`src/design/csr_pkg.sv`:
```
package csr_pkg;

    // datapath widths
    localparam int XLEN        = 32;
    localparam int CSR_ADDR_W  = 12;
    localparam int REG_ADDR_W  = 5;
    localparam int COMMIT_ID_W = 4;

    // csr instruction flavour, 2'b11 means no write
    typedef enum logic [1:0] {
        CSR_RW = 2'b00,  // csrrw, operand replaces csr
        CSR_RS = 2'b01,  // csrrs, operand bits set
        CSR_RC = 2'b10   // csrrc, operand bits cleared
    } csr_op_e;

    // machine mode csr addresses
    localparam logic [CSR_ADDR_W-1:0] CSR_MSTATUS  = 12'h300;
    localparam logic [CSR_ADDR_W-1:0] CSR_MIE      = 12'h304;
    localparam logic [CSR_ADDR_W-1:0] CSR_MTVEC    = 12'h305;
    localparam logic [CSR_ADDR_W-1:0] CSR_MSCRATCH = 12'h340;
    localparam logic [CSR_ADDR_W-1:0] CSR_MEPC     = 12'h341;
    localparam logic [CSR_ADDR_W-1:0] CSR_MCAUSE   = 12'h342;
    localparam logic [CSR_ADDR_W-1:0] CSR_MHARTID  = 12'hF14;

    // writable bits
    localparam logic [XLEN-1:0] MSTATUS_WMASK = 32'h0000_1888;  // mpp, mpie, mie
    localparam logic [XLEN-1:0] MTVEC_WMASK   = 32'hFFFF_FFFC;  // base only, mode stays 0
    localparam logic [XLEN-1:0] MEPC_WMASK    = 32'hFFFF_FFFE;  // bit 0 always zero

    // writable mask per address
    // zero means the csr takes no write at all (mhartid, unknown)
    function automatic logic [XLEN-1:0] csr_wmask(input logic [CSR_ADDR_W-1:0] addr);
        logic [XLEN-1:0] mask;
        case (addr)
            CSR_MSTATUS:  mask = MSTATUS_WMASK;
            CSR_MIE:      mask = '1;
            CSR_MTVEC:    mask = MTVEC_WMASK;
            CSR_MSCRATCH: mask = '1;
            CSR_MEPC:     mask = MEPC_WMASK;
            CSR_MCAUSE:   mask = '1;
            default:      mask = '0;  // read only or not implemented
        endcase
        return mask;
    endfunction

endpackage

```
`src/design/csr_regfile.sv`:
```
module csr_regfile #(
    parameter logic [31:0] HART_ID = 32'd0
) (
    input  logic                          clk,
    input  logic                          arst_n_i,

    // combinational read port
    input  logic [csr_pkg::CSR_ADDR_W-1:0] raddr_i,
    output logic [csr_pkg::XLEN-1:0]       rdata_o,

    // write port, lands on the edge
    input  logic                          we_i,
    input  logic [csr_pkg::CSR_ADDR_W-1:0] waddr_i,
    input  logic [csr_pkg::XLEN-1:0]       wdata_i
);

    import csr_pkg::*;

    logic [XLEN-1:0] mstatus_q;
    logic [XLEN-1:0] mie_q;
    logic [XLEN-1:0] mtvec_q;
    logic [XLEN-1:0] mscratch_q;
    logic [XLEN-1:0] mepc_q;
    logic [XLEN-1:0] mcause_q;

    logic [XLEN-1:0] wmask;   // writable bits of the target
    logic [XLEN-1:0] wbits;   // masked write data

    assign wmask = csr_wmask(waddr_i);
    assign wbits = wdata_i & wmask;

    // masked merge per register
    // non-writable bits come from reset and stay zero
    always_ff @(posedge clk or negedge arst_n_i) begin
        if (!arst_n_i) begin
            mstatus_q  <= '0;
            mie_q      <= '0;
            mtvec_q    <= '0;  // direct mode, base 0
            mscratch_q <= '0;
            mepc_q     <= '0;
            mcause_q   <= '0;
        end else if (we_i) begin
            case (waddr_i)
                CSR_MSTATUS: begin
                    mstatus_q <= (mstatus_q & ~wmask) | wbits;
                end
                CSR_MIE: begin
                    mie_q <= (mie_q & ~wmask) | wbits;
                end
                CSR_MTVEC: begin
                    mtvec_q <= (mtvec_q & ~wmask) | wbits;
                end
                CSR_MSCRATCH: begin
                    mscratch_q <= (mscratch_q & ~wmask) | wbits;
                end
                CSR_MEPC: begin
                    mepc_q <= (mepc_q & ~wmask) | wbits;
                end
                CSR_MCAUSE: begin
                    mcause_q <= (mcause_q & ~wmask) | wbits;
                end
                default: begin
                    // mhartid and unknown addresses drop the write
                end
            endcase
        end
    end

    // read mux
    always_comb begin
        case (raddr_i)
            CSR_MSTATUS:  rdata_o = mstatus_q;
            CSR_MIE:      rdata_o = mie_q;
            CSR_MTVEC:    rdata_o = mtvec_q;
            CSR_MSCRATCH: rdata_o = mscratch_q;
            CSR_MEPC:     rdata_o = mepc_q;
            CSR_MCAUSE:   rdata_o = mcause_q;
            CSR_MHARTID:  rdata_o = HART_ID;  // fixed per hart
            default:      rdata_o = '0;       // unimplemented reads zero
        endcase
    end

endmodule

```
`src/design/csr_subsys_top.sv`:
```
module csr_subsys_top #(
    parameter logic [31:0] HART_ID = 32'd0
) (
    input  logic                           clk,
    input  logic                           arst_n_i,

    // issue
    input  logic                           req_valid_i,
    output logic                           req_ready_o,
    input  csr_pkg::csr_op_e               req_op_i,
    input  logic [csr_pkg::XLEN-1:0]        req_op1_i,
    input  logic [csr_pkg::CSR_ADDR_W-1:0]  req_csr_addr_i,
    input  logic [csr_pkg::REG_ADDR_W-1:0]  req_rd_i,
    input  logic                           req_rd_we_i,
    input  logic [csr_pkg::COMMIT_ID_W-1:0] req_commit_id_i,

    input  logic                           int_assert_i,

    // writeback
    output logic                           wb_valid_o,
    input  logic                           wb_ready_i,
    output logic [csr_pkg::REG_ADDR_W-1:0]  wb_rd_o,
    output logic [csr_pkg::XLEN-1:0]        wb_data_o,
    output logic [csr_pkg::COMMIT_ID_W-1:0] wb_commit_id_o
);

    import csr_pkg::*;

    // unit to register block
    logic [CSR_ADDR_W-1:0] csr_raddr;
    logic [XLEN-1:0]       csr_rdata;
    logic                  csr_we;
    logic [CSR_ADDR_W-1:0] csr_waddr;
    logic [XLEN-1:0]       csr_wdata;

    exu_csr_unit u_exu_csr (
        .clk             (clk),
        .arst_n_i        (arst_n_i),
        .req_valid_i     (req_valid_i),
        .req_ready_o     (req_ready_o),
        .req_op_i        (req_op_i),
        .req_op1_i       (req_op1_i),
        .req_csr_addr_i  (req_csr_addr_i),
        .req_rd_i        (req_rd_i),
        .req_rd_we_i     (req_rd_we_i),
        .req_commit_id_i (req_commit_id_i),
        .int_assert_i    (int_assert_i),
        .csr_raddr_o     (csr_raddr),
        .csr_rdata_i     (csr_rdata),
        .csr_we_o        (csr_we),
        .csr_waddr_o     (csr_waddr),
        .csr_wdata_o     (csr_wdata),
        .wb_valid_o      (wb_valid_o),
        .wb_ready_i      (wb_ready_i),
        .wb_rd_o         (wb_rd_o),
        .wb_data_o       (wb_data_o),
        .wb_commit_id_o  (wb_commit_id_o)
    );

    // machine csr storage
    csr_regfile #(
        .HART_ID (HART_ID)
    ) u_csr_regfile (
        .clk      (clk),
        .arst_n_i (arst_n_i),
        .raddr_i  (csr_raddr),
        .rdata_o  (csr_rdata),
        .we_i     (csr_we),
        .waddr_i  (csr_waddr),
        .wdata_i  (csr_wdata)
    );

endmodule

```
`src/design/exu_csr_unit.sv`:
```
module exu_csr_unit (
    input  logic                           clk,
    input  logic                           arst_n_i,

    // issue side
    input  logic                           req_valid_i,
    output logic                           req_ready_o,
    input  csr_pkg::csr_op_e               req_op_i,
    input  logic [csr_pkg::XLEN-1:0]        req_op1_i,
    input  logic [csr_pkg::CSR_ADDR_W-1:0]  req_csr_addr_i,
    input  logic [csr_pkg::REG_ADDR_W-1:0]  req_rd_i,
    input  logic                           req_rd_we_i,
    input  logic [csr_pkg::COMMIT_ID_W-1:0] req_commit_id_i,

    input  logic                           int_assert_i,  // kills the issuing instr

    // csr register block
    output logic [csr_pkg::CSR_ADDR_W-1:0]  csr_raddr_o,
    input  logic [csr_pkg::XLEN-1:0]        csr_rdata_i,
    output logic                           csr_we_o,
    output logic [csr_pkg::CSR_ADDR_W-1:0]  csr_waddr_o,
    output logic [csr_pkg::XLEN-1:0]        csr_wdata_o,

    // writeback toward regfile
    output logic                           wb_valid_o,
    input  logic                           wb_ready_i,
    output logic [csr_pkg::REG_ADDR_W-1:0]  wb_rd_o,
    output logic [csr_pkg::XLEN-1:0]        wb_data_o,
    output logic [csr_pkg::COMMIT_ID_W-1:0] wb_commit_id_o
);

    import csr_pkg::*;

    logic                   stg_csr_we;  // pending csr write
    logic                   stg_wb;      // pending writeback item
    logic [CSR_ADDR_W-1:0]  stg_waddr;
    logic [XLEN-1:0]        stg_wdata;   // already masked
    logic [REG_ADDR_W-1:0]  stg_rd;
    logic [XLEN-1:0]        stg_old;
    logic [COMMIT_ID_W-1:0] stg_cid;

    logic            stg_rel;     // stage empties this edge
    logic            accept;
    logic            bypass_hit;
    logic [XLEN-1:0] old_val;
    logic [XLEN-1:0] new_val;
    logic [XLEN-1:0] wmask;
    logic            op_wr;       // op encoding asks for a write
    logic            csr_we_nxt;
    logic            wb_nxt;

    // stage frees when it has no item or the consumer takes it
    assign stg_rel     = ~stg_wb | wb_ready_i;
    assign req_ready_o = stg_rel;
    assign accept      = req_valid_i & stg_rel;

    assign csr_raddr_o = req_csr_addr_i;  // read port follows issue

    // pending write not yet in the regfile, forward it
    assign bypass_hit = stg_csr_we & (stg_waddr == req_csr_addr_i);
    assign old_val    = bypass_hit ? stg_wdata : csr_rdata_i;

    always_comb begin
        op_wr   = 1'b1;
        new_val = old_val;
        case (req_op_i)
            CSR_RW:  new_val = req_op1_i;
            CSR_RS:  new_val = old_val | req_op1_i;
            CSR_RC:  new_val = old_val & ~req_op1_i;
            default: op_wr = 1'b0;  // encoding 3
        endcase
    end

    // read only / unknown csr gets a zero mask and no write,
    // so the bypass never forwards a value the regfile would drop
    assign wmask      = csr_wmask(req_csr_addr_i);
    assign csr_we_nxt = op_wr & ~int_assert_i & (|wmask);
    assign wb_nxt     = req_rd_we_i & ~int_assert_i;

    // control half of the output stage
    always_ff @(posedge clk or negedge arst_n_i) begin
        if (!arst_n_i) begin
            stg_csr_we <= 1'b0;
            stg_wb     <= 1'b0;
        end else if (stg_rel) begin
            stg_csr_we <= accept & csr_we_nxt;  // empty when nothing accepted
            stg_wb     <= accept & wb_nxt;
        end
    end

    // payload half, only meaningful with a flag set
    always_ff @(posedge clk) begin
        if (accept) begin
            stg_waddr <= req_csr_addr_i;
            stg_wdata <= new_val & wmask;  // same value the regfile will hold
            stg_rd    <= req_rd_i;
            stg_old   <= old_val;
            stg_cid   <= req_commit_id_i;
        end
    end

    // commit lands on the release edge, once
    assign csr_we_o    = stg_csr_we & stg_rel;
    assign csr_waddr_o = stg_waddr;
    assign csr_wdata_o = stg_wdata;

    assign wb_valid_o     = stg_wb;
    assign wb_rd_o        = stg_rd;
    assign wb_data_o      = stg_old;  // csr value before the write
    assign wb_commit_id_o = stg_cid;

endmodule

```
`config.mk`:
```
export PLATFORM = sky130hd
export DESIGN_NAME = csr_subsys_top
export DESIGN_NICKNAME = d
export VERILOG_FILES = /design/src/design/csr_pkg.sv /design/src/design/csr_regfile.sv /design/src/design/csr_subsys_top.sv /design/src/design/exu_csr_unit.sv
export SDC_FILE = /design/constraint.sdc
export NUM_CORES = 1
export LEC_CHECK = 0
export BUFFER_PORTS_ARGS = -buffer_cell sky130_fd_sc_hd__buf_2
export CAP_MARGIN = 20
export CORE_MARGIN = 1.5
export CORE_UTILIZATION = 60
export DETAILED_ROUTE_END_ITERATION = 12
export GPL_TIMING_DRIVEN = 0
export PLACE_DENSITY_LB_ADDON = 0.05
export SETUP_SLACK_MARGIN = 0.3
export SKIP_CTS_REPAIR_TIMING = 1
export SLEW_MARGIN = 10
export SYNTH_ARGS = -nofsm -noshare
export SYNTH_HDL_FRONTEND = slang
export SYNTH_SLANG_ARGS = --single-unit
```
`constraint.sdc`:
```
create_clock -name clk -period 4.6 [get_ports clk]
set_input_delay 0.92 -clock clk [delete_from_list [all_inputs] [get_ports clk]]
set_output_delay 0.92 -clock clk [all_outputs]
set_load 0.02 [all_outputs]
```
==> impl_metrics.env, run 1 <==
export IMPL_seqPwrFrac_pct=48.7
export IMPL_grt_start_max_net_pins=99
export IMPL_cts_tree="yes"
export IMPL_syn_inst=1029
export IMPL_grt_pass1_wl_um=53400
export IMPL_peakVddDrop_uv=282
export IMPL_yosysSeqAreaShare_pct=57.8
export IMPL_wl_per_cell_um=23.6
export IMPL_dr_pass1_iters=5
export IMPL_cp_start_kind="primary input"
export IMPL_synth_simple_area_share_pct=7.69
export IMPL_synth_top_area_share_pct=37.9
export IMPL_synth_top_family_by_area="multiplexers"
export IMPL_syn_avg_cell_area_um2=12.4
export IMPL_synth_edf_count=85
export IMPL_worst_setup_path_end_kind="flop"
export IMPL_via_count=9048
export IMPL_yosys_area_share_xor_xnor_pct=0.821
export IMPL_num_antenna_cells=0
export IMPL_drive_gt1_share_pct=30.1
export IMPL_root_buffer="clkbuf_16"
export IMPL_antenna_found_initial=0
export IMPL_cpMostUsedCell="buf_2"
export IMPL_grt_ovfl_total=0
export IMPL_grtUsageTotal_pct=32.0
export IMPL_timing_fmax_mhz=292
export IMPL_synth_adder_area_share_pct=0
export IMPL_synth_distinct_cells=59
export IMPL_crit_type="primary input to flop"
export IMPL_clk_pin_slew_ns=0.06
export IMPL_cts_path_max_buffers=3
export IMPL_final_max_slew_viol_count=0
export IMPL_rr_worst_depth=7
export IMPL_rsz0062_at_grt="no"
export IMPL_setup_viol=0
export IMPL_cts_sinks=279
export IMPL_utilization_pct=70.5
export IMPL_swShare_pct=22.3
export IMPL_synthMuxAreaShare_pct=18.6
export IMPL_fin_tns_setup_ns=0
export IMPL_slowest_delay_ns=0.76
export IMPL_cts_buffers=29
export IMPL_worstHoldPathType="primary input to async pin"
export IMPL_r2r_start="u_exu_csr.csr_waddr_o[5]"
export IMPL_ys_async_sr_fraction_pct=69.5
export IMPL_synth_ff_type="dfrtp_1"
export IMPL_synth_area_leader_cell="dfrtp_1"
export IMPL_worst_path_buf_inv=3
export IMPL_internal_power_w=0.00421
export IMPL_vias_per_cell=6.18
export IMPL_critPathTopFamily="simple AND/OR/NAND/NOR gates"
export IMPL_place_congestion=0.840
export IMPL_finClkSkew_ns=0.0159
export IMPL_fillers=1528
export IMPL_clkPwrFrac_pct=46.3
export IMPL_synth_nets=1090
export IMPL_whs_ns=0.409
export IMPL_antenna_left=0
export IMPL_die_area_um2=22200
export IMPL_die_w_um=149
export IMPL_die_height_um=149
export IMPL_relSlewSlack_pct=30.9
export IMPL_combinationalPowerShare_pct=5.0
export IMPL_post_route_min_period_ns=3.43
export IMPL_fp_row_count=53
export IMPL_synthTopCellsByArea="dfrtp_1 (38%), edfxtp_1 (20%), mux2_2 (14%)"
export IMPL_post_route_period_util_pct=74.5
export IMPL_grt_pass1_vias=9338
export IMPL_final_nets=1226
export IMPL_cp_data_arrival_time_ns=3.79
export IMPL_path_max_fanout=10
export IMPL_cp_slowest_cell="nor4_1"
export IMPL_drt_iter0_drc=815
export IMPL_design_core_area_um2=21000
export IMPL_cp_cell_sequence="buf_2 > buf_2 > or3b_2 > nor4_1 > clkbuf_1 > a22oi_1 > a31oi_1"
export IMPL_p_per_area_nw_per_um2=367
export IMPL_drc_errors=0
export IMPL_io_buffers=102
export IMPL_htreeDepth=1
export IMPL_synth_compound_area_share_pct=11.0
export IMPL_status="finished, final reports clean"
export IMPL_hold_viol_final=0
export IMPL_wl_um=34500
export IMPL_yosysWarnings=0
export IMPL_clk_latency_ns=0.55
export IMPL_cap_violations=0
export IMPL_syn_cell_area_um2=12800
export IMPL_required_ns=4.96
export IMPL_ys_ff_latch=279
export IMPL_p_leak_nw=6.95
export IMPL_area_delta_synth_final_pct=15.3
export IMPL_ioPinCount=104
export IMPL_crit_path_start="req_csr_addr_i[6]"
export IMPL_start_util_pct=61.1
export IMPL_tightest_slew_ns=1.04
export IMPL_switching_power_w=0.00121
export IMPL_dp_final_hpwl_um=22100
export IMPL_rrSetupSlack_ns=1.56
==> metrics by stage <==
stage / power, W / setup slack [ns] / instances / cell area [um2]
5_1_grt: 0.00557 / 1.01 / 1463 / 14800
4_1_cts: 0.00543 / 1.19 / 1463 / 14800
3_5_place_dp: 0.00295 / 0.679 / 1409 / 13700
6_report: 0.00542 / 1.17 / 1463 / 14800
2_1_floorplan: 0.00281 / 0.900 / 1029 / 12800
3_3_place_gp: 0.00295 / -0.679 / 1406 / 13700
==> synth_stat cells, drive strengths merged (25+ instances only) <==
cell type  count
o22ai         25
nand2         58
buf           37
mux2         163
inv           34
nor2          55
clkbuf        57
a22oi         26
mux2i         54
a21oi         57
dfrtp        194
edfxtp        85
==> routing by layer <==
metal,part of all wire [%],global-route usage (%)
met1,42,44.7
met2,46,50.7
met3,7.6,4.37
met4,3.9,13.6
met5,0,0
==> layout make-up <==
class / instances / area [um2] / area share (%)
timing repair buffer: 105 / 583 / 3.95
clock inverter: 20 / 256 / 1.74
inverter: 34 / 128 / 0.864
multi-input combinational: 622 / 4880 / 33.1
buffer: 94 / 400 / 2.71
sequential: 279 / 7410 / 50.2
clock buffer: 34 / 764 / 5.18
tap: 275 / 344 / 2.33
==> worst max-delay path by stage <==
stage	to	slack, ns	cells past startpoint
4_1_cts	u_exu_csr.wb_data_o[16]	1.19	7
3_5_place_dp	u_exu_csr.csr_wdata_o[13]	0.68	7
3_3_place_gp	async pin	-0.68	1
5_1_grt	u_exu_csr.wb_data_o[30]	1.01	9
2_1_floorplan	u_exu_csr.csr_waddr_o[0]	0.90	2
6_report	u_exu_csr.wb_data_o[16]	1.17	7
==> cell families (layout without fill, tap and decap cells) <==
group           after synthesis  count (layout)
mux                         217             217
xor+xnor                     12              12
buf+inv                     128             287
flops                       279             279
compound gates              203             203
simple gates                190             190
==> power groups by stage <==
stage	combinational [W]	sequential, W	clock [W]
floorplan	0.000103	0.00270	0
global placement	0.000257	0.00269	0
detailed placement	0.000269	0.00268	0
CTS	0.000270	0.00264	0.00252
global route	0.000292	0.00264	0.00264
finish	0.000269	0.00264	0.00251
==> cell usage in the layout (no fill, tap or decap), types with 10 or more instances in the layout <==
master / synthesis / routed
a32oi_1: 14 / 14
nand3_1: 10 / 10
buf_1: 14 / 14
mux2_2: 158 / 158
edfxtp_1: 85 / 85
nand2b_1: 10 / 10
inv_1: 34 / 34
clkinv_2: 0 / 10
nand2_1: 58 / 58
a31oi_1: 17 / 17
nor2_1: 54 / 54
dfrtp_1: 194 / 194
o22ai_1: 25 / 25
clkbuf_16: 0 / 29
a21oi_1: 57 / 57
nor2b_1: 10 / 10
nor4b_1: 11 / 10
a21o_1: 20 / 20
a22oi_1: 26 / 26
mux2i_1: 54 / 54
xor2_1: 10 / 10
clkbuf_1: 57 / 60
a221o_1: 11 / 11
buf_2: 20 / 121
No activity file was read; power rests on OpenSTA's default activity.
==> run 2: changes to the inputs <==
- CORE_UTILIZATION: 60 -> 54
- clock period: 4.6 -> 3 ns (I/O delays scaled with it)
==> run 2 against run 1 <==
Net effect:
- sequential power up 53%
- non-clock buffer count up 14
- combinational power up 61%
- critical path type unchanged
- highest routed layer unchanged
==> impl_metrics.env, run 2 (same netlist as run 1, synthesis figures left out) <==
export IMPL_antenna_found_initial=0
export IMPL_start_util_pct=54.7
export IMPL_drt_iter0_drc=750
export IMPL_final_cells=1523
export IMPL_cap_violations=0
export IMPL_final_nets=1241
export IMPL_grt_start_max_net_pins=85
export IMPL_grt_ovfl_total=0
export IMPL_timing_fmax_mhz=374
export IMPL_wl_per_cell_um=23.5
export IMPL_die_area_um2=24700
export IMPL_area_delta_synth_final_pct=17.3
export IMPL_hold_viol_final=0
export IMPL_status="finished, final reports clean"
export IMPL_finClkSkew_ns=0.00956
export IMPL_dp_cells=1455
export IMPL_post_route_period_util_pct=89.0
export IMPL_ioPinCount=104
export IMPL_design_core_area_um2=23400
export IMPL_p_leak_nw=7.06
export IMPL_clk_pin_slew_ns=0.06
export IMPL_cp_start_kind="primary input"
export IMPL_via_count=9125
export IMPL_root_buffer="clkbuf_16"
export IMPL_wl_um=35700
export IMPL_place_congestion=0.819
export IMPL_cts_buffers=30
export IMPL_cts_sinks=279
export IMPL_tightest_slew_ns=1.00
export IMPL_grt_pass1_vias=8976
export IMPL_crit_type="primary input to flop"
export IMPL_dr_pass1_iters=5
export IMPL_fillers=1898
export IMPL_layout_common_cells="dfrtp_1 (194), mux2_2 (158), buf_2 (114), edfxtp_1 (85), nand2_1 (58)"
export IMPL_cts_tree="yes"
export IMPL_setup_viol=0
export IMPL_clk_latency_ns=0.54
export IMPL_die_w_um=157
export IMPL_num_antenna_cells=0
export IMPL_io_buffers=102
export IMPL_layout_commonest_cell="dfrtp_1"
export IMPL_htreeDepth=1
export IMPL_cts_path_max_buffers=3
export IMPL_peakVddDrop_uv=471
export IMPL_worstHoldPathType="primary input to flop"
export IMPL_fin_tns_setup_ns=0
export IMPL_slowest_delay_ns=0.54
export IMPL_worst_setup_path_end_kind="flop"
export IMPL_cp_data_arrival_time_ns=3.02
export IMPL_fp_row_count=56
export IMPL_cp_slowest_cell="clkbuf_1"
export IMPL_cp_cell_sequence="buf_2 > or3_4 > nor2_2 > clkbuf_1 > clkbuf_2 > nand2_1 > a31oi_1"
export IMPL_place_area_um2=13800
export IMPL_grtUsageTotal_pct=29.2
export IMPL_whs_ns=0.240
export IMPL_final_area_um2=15000
export IMPL_final_max_slew_viol_count=0
export IMPL_required_ns=3.35
export IMPL_vias_per_cell=5.99
export IMPL_antenna_left=0
export IMPL_die_height_um=157
export IMPL_p_per_area_nw_per_um2=535
export IMPL_relSlewSlack_pct=33.4
export IMPL_utilization_pct=64.2
export IMPL_rsz0062_at_grt="yes"
export IMPL_grt_pass1_wl_um=53200
export IMPL_drive_gt1_share_pct=32.6
export IMPL_drc_errors=0
export IMPL_dp_final_hpwl_um=22700
export IMPL_path_max_fanout=10
export IMPL_post_route_min_period_ns=2.67
[run 2: path summary, 6_finish.rpt]
path / start / end / slack (ns) / cells after the start
min in group asynchronous: arst_n_i / u_exu_csr.wb_valid_o / 0.54 / 2
max reg2reg: u_exu_csr.csr_waddr_o[5] / flop / 0.33 / 7
max: req_csr_addr_i[5] / u_exu_csr.wb_data_o[16] / 0.33 / 7
max in group asynchronous: arst_n_i / async pin / 1.35 / 4
min reg2reg: flop / flop / 0.45 / 1
min: req_commit_id_i[3] / u_exu_csr.wb_commit_id_o[3] / 0.24 / 1
[run 2: worst max-delay path, delay by kind of cell]
kind            cells  cell delay (ns)
buf+inv             3             1.09
simple gates        3             1.04
compound gates      1             0.28
[run 2: report_power, final]
part / internal [W] / leakage, nW / switching (W)
clock network: 0.00209 / 0.472 / 0.00146
logic: 0.000133 / 3.03 / 0.000300
registers: 0.00399 / 3.56 / 0.0000568
[run 2: metrics by stage]
| stage | total power (W) | setup WS, ns |
|---|---|---|
| 4_1_cts | 0.00808 | -0.0809 |
| 2_1_floorplan | 0.00430 | 0.386 |
| 5_1_grt | 0.00826 | 0.262 |
| 3_5_place_dp | 0.00454 | -0.636 |
| 3_3_place_gp | 0.00452 | -2.00 |
| 6_report | 0.00803 | 0.329 |
[run 2: final cells by class]
class	count	area, um2	share of cell area [%]
flip-flops and latches	279	7410	49.3
multi-input cells	622	4950	33.0
clock buffers	51	931	6.20
repair buffers	119	708	4.72
plain buffers	94	464	3.09
well taps	319	399	2.66
inverters	34	128	0.850
clock inverters	5	27.5	0.183
[run 2: routing by layer]
layer  vias to the layer above  global-route usage, %  wire, um
met5                         -                      0         0
met4                         0                   10.4      1080
met3                        66                   3.44      2660
met2                       383                   47.0     16500
met1                      4612                   41.3     15500
li1                       4064                      -         -
==> run 3: changes to the inputs <==
- CORE_MARGIN: 1.5 -> not set
==> run 3 against run 2 <==
Net effect:
- critical path depth fell by 1
- first-iteration DRC count up 12%
- flip-flop and latch count stayed put
- clock-buffer cell count fell by 8
- final cell count decreased by 0.79%
- critical endpoint is now u_exu_csr.wb_data_o[20]
==> impl_metrics.env, run 3 (same netlist as run 1, synthesis figures left out) <==
export IMPL_status="finished, final reports clean"
export IMPL_post_route_min_period_ns=2.75
export IMPL_area_delta_synth_final_pct=18.3
export IMPL_dr_pass1_iters=6
export IMPL_grt_pass1_vias=9079
export IMPL_final_nets=1234
export IMPL_die_area_um2=24300
export IMPL_final_max_slew_viol_count=0
export IMPL_wl_um=35700
export IMPL_finClkSkew_ns=0.00921
export IMPL_cp_data_arrival_time_ns=3.10
export IMPL_crit_type="flop to flop"
export IMPL_rsz0062_at_grt="yes"
export IMPL_cts_path_max_buffers=3
export IMPL_htreeDepth=1
export IMPL_layout_common_cells="dfrtp_1 (194), mux2_2 (158), buf_2 (113), edfxtp_1 (85), nand2_1 (58)"
export IMPL_num_antenna_cells=0
export IMPL_grt_ovfl_total=0
export IMPL_whs_ns=0.0560
export IMPL_fin_tns_setup_ns=0
export IMPL_antenna_found_initial=0
export IMPL_fillers=1775
export IMPL_grtUsageTotal_pct=30.1
export IMPL_required_ns=3.34
export IMPL_dp_final_hpwl_um=22500
export IMPL_fp_row_count=55
export IMPL_via_count=9211
export IMPL_antenna_left=0
export IMPL_cts_tree="yes"
export IMPL_die_height_um=156
export IMPL_cp_slowest_cell="edfxtp_1"
export IMPL_path_max_fanout=10
export IMPL_total_power_w=0.00865
export IMPL_worstHoldPathType="primary input to async pin"
export IMPL_wl_per_cell_um=23.7
export IMPL_io_buffers=102
export IMPL_vias_per_cell=6.10
export IMPL_grt_start_max_net_pins=103
export IMPL_peakVddDrop_uv=438
export IMPL_layout_commonest_cell="dfrtp_1"
export IMPL_grt_pass1_wl_um=54000
export IMPL_clk_latency_ns=0.56
export IMPL_root_buffer="clkbuf_16"
export IMPL_clk_pin_slew_ns=0.06
export IMPL_start_util_pct=55.9
export IMPL_p_leak_nw=7.14
export IMPL_dp_cells=1448
export IMPL_tightest_slew_ns=1.03
export IMPL_cts_buffers=31
export IMPL_place_congestion=0.836
export IMPL_design_core_area_um2=22900
export IMPL_drt_iter0_drc=843
export IMPL_relSlewSlack_pct=31.0
export IMPL_die_w_um=156
export IMPL_cp_start_kind="flop"
export IMPL_cap_violations=0
export IMPL_drc_errors=0
export IMPL_hold_viol_final=0
export IMPL_timing_fmax_mhz=363
export IMPL_p_per_area_nw_per_um2=571
export IMPL_cp_cell_sequence="xor2_1 > nor4b_1 > nand4_1 > buf_2 > clkbuf_2 > a21oi_1"
export IMPL_slowest_delay_ns=0.53
export IMPL_drive_gt1_share_pct=33.0
export IMPL_final_cells=1511
export IMPL_setup_viol=0
export IMPL_cts_sinks=279
export IMPL_post_route_period_util_pct=91.8
export IMPL_worst_setup_path_end_kind="flop"
export IMPL_ioPinCount=104
run 3: layer usage:
layer	up-vias	part of all wire, %	GRT usage, %
met3	92	7.9	4.56
li1	4050	-	-
met4	0	4.2	12.2
met5	-	0	0
met2	432	46	48.2
met1	4637	42	41.4
run 3: report_power, final:
group	switching, W	internal (W)
Clock	0.00154	0.00264
Combinational	0.000299	0.000132
Sequential	0.0000575	0.00399
run 3: final timing paths:
check | start | to | slack (ns) | cells past startpoint
min in group clk | req_rd_i[1] | u_exu_csr.wb_rd_o[1] | 0.22 | 1
setup / recovery | u_exu_csr.csr_waddr_o[1] | u_exu_csr.wb_data_o[20] | 0.25 | 6
setup reg to reg | u_exu_csr.csr_waddr_o[1] | u_exu_csr.wb_data_o[20] | 0.25 | 6
max in group asynchronous | arst_n_i | async pin | 2.11 | 3
hold / removal | arst_n_i | u_exu_csr.stg_csr_we | 0.06 | 2
hold reg to reg | flop | flop | 0.45 | 1
run 3: layout make-up:
cell class              instances  area (um2)  share of cell area (%)
clock inverters                15         229                    1.51
repair buffers                111         648                    4.28
clock buffers                  43         915                    6.03
well taps                     313         392                    2.58
multi-input cells             622        4970                    32.8
inverters                      34         128                   0.842
plain buffers                  94         469                    3.10
flip-flops and latches        279        7410                    48.9
run 3: worst max-delay path, delay by kind of cell (launching register included):
family                 cells  cell delay (ns)
AND/OR/NAND/NOR            2             0.71
buffers and inverters      2             0.69
flip-flops                 1             0.53
AO/OA/AOI/OAI              1             0.36
XOR/XNOR                   1             0.24
run 3: metrics by stage:
step	instance area, um2	setup slack, ns	utilization, %
6_report	15200	0.246	66.1
5_1_grt	15200	0.222	66.1
4_1_cts	15000	-0.152	65.3
3_3_place_gp	13700	-2.06	59.8
3_5_place_dp	13800	-0.753	60.3
2_1_floorplan	12800	0.386	-
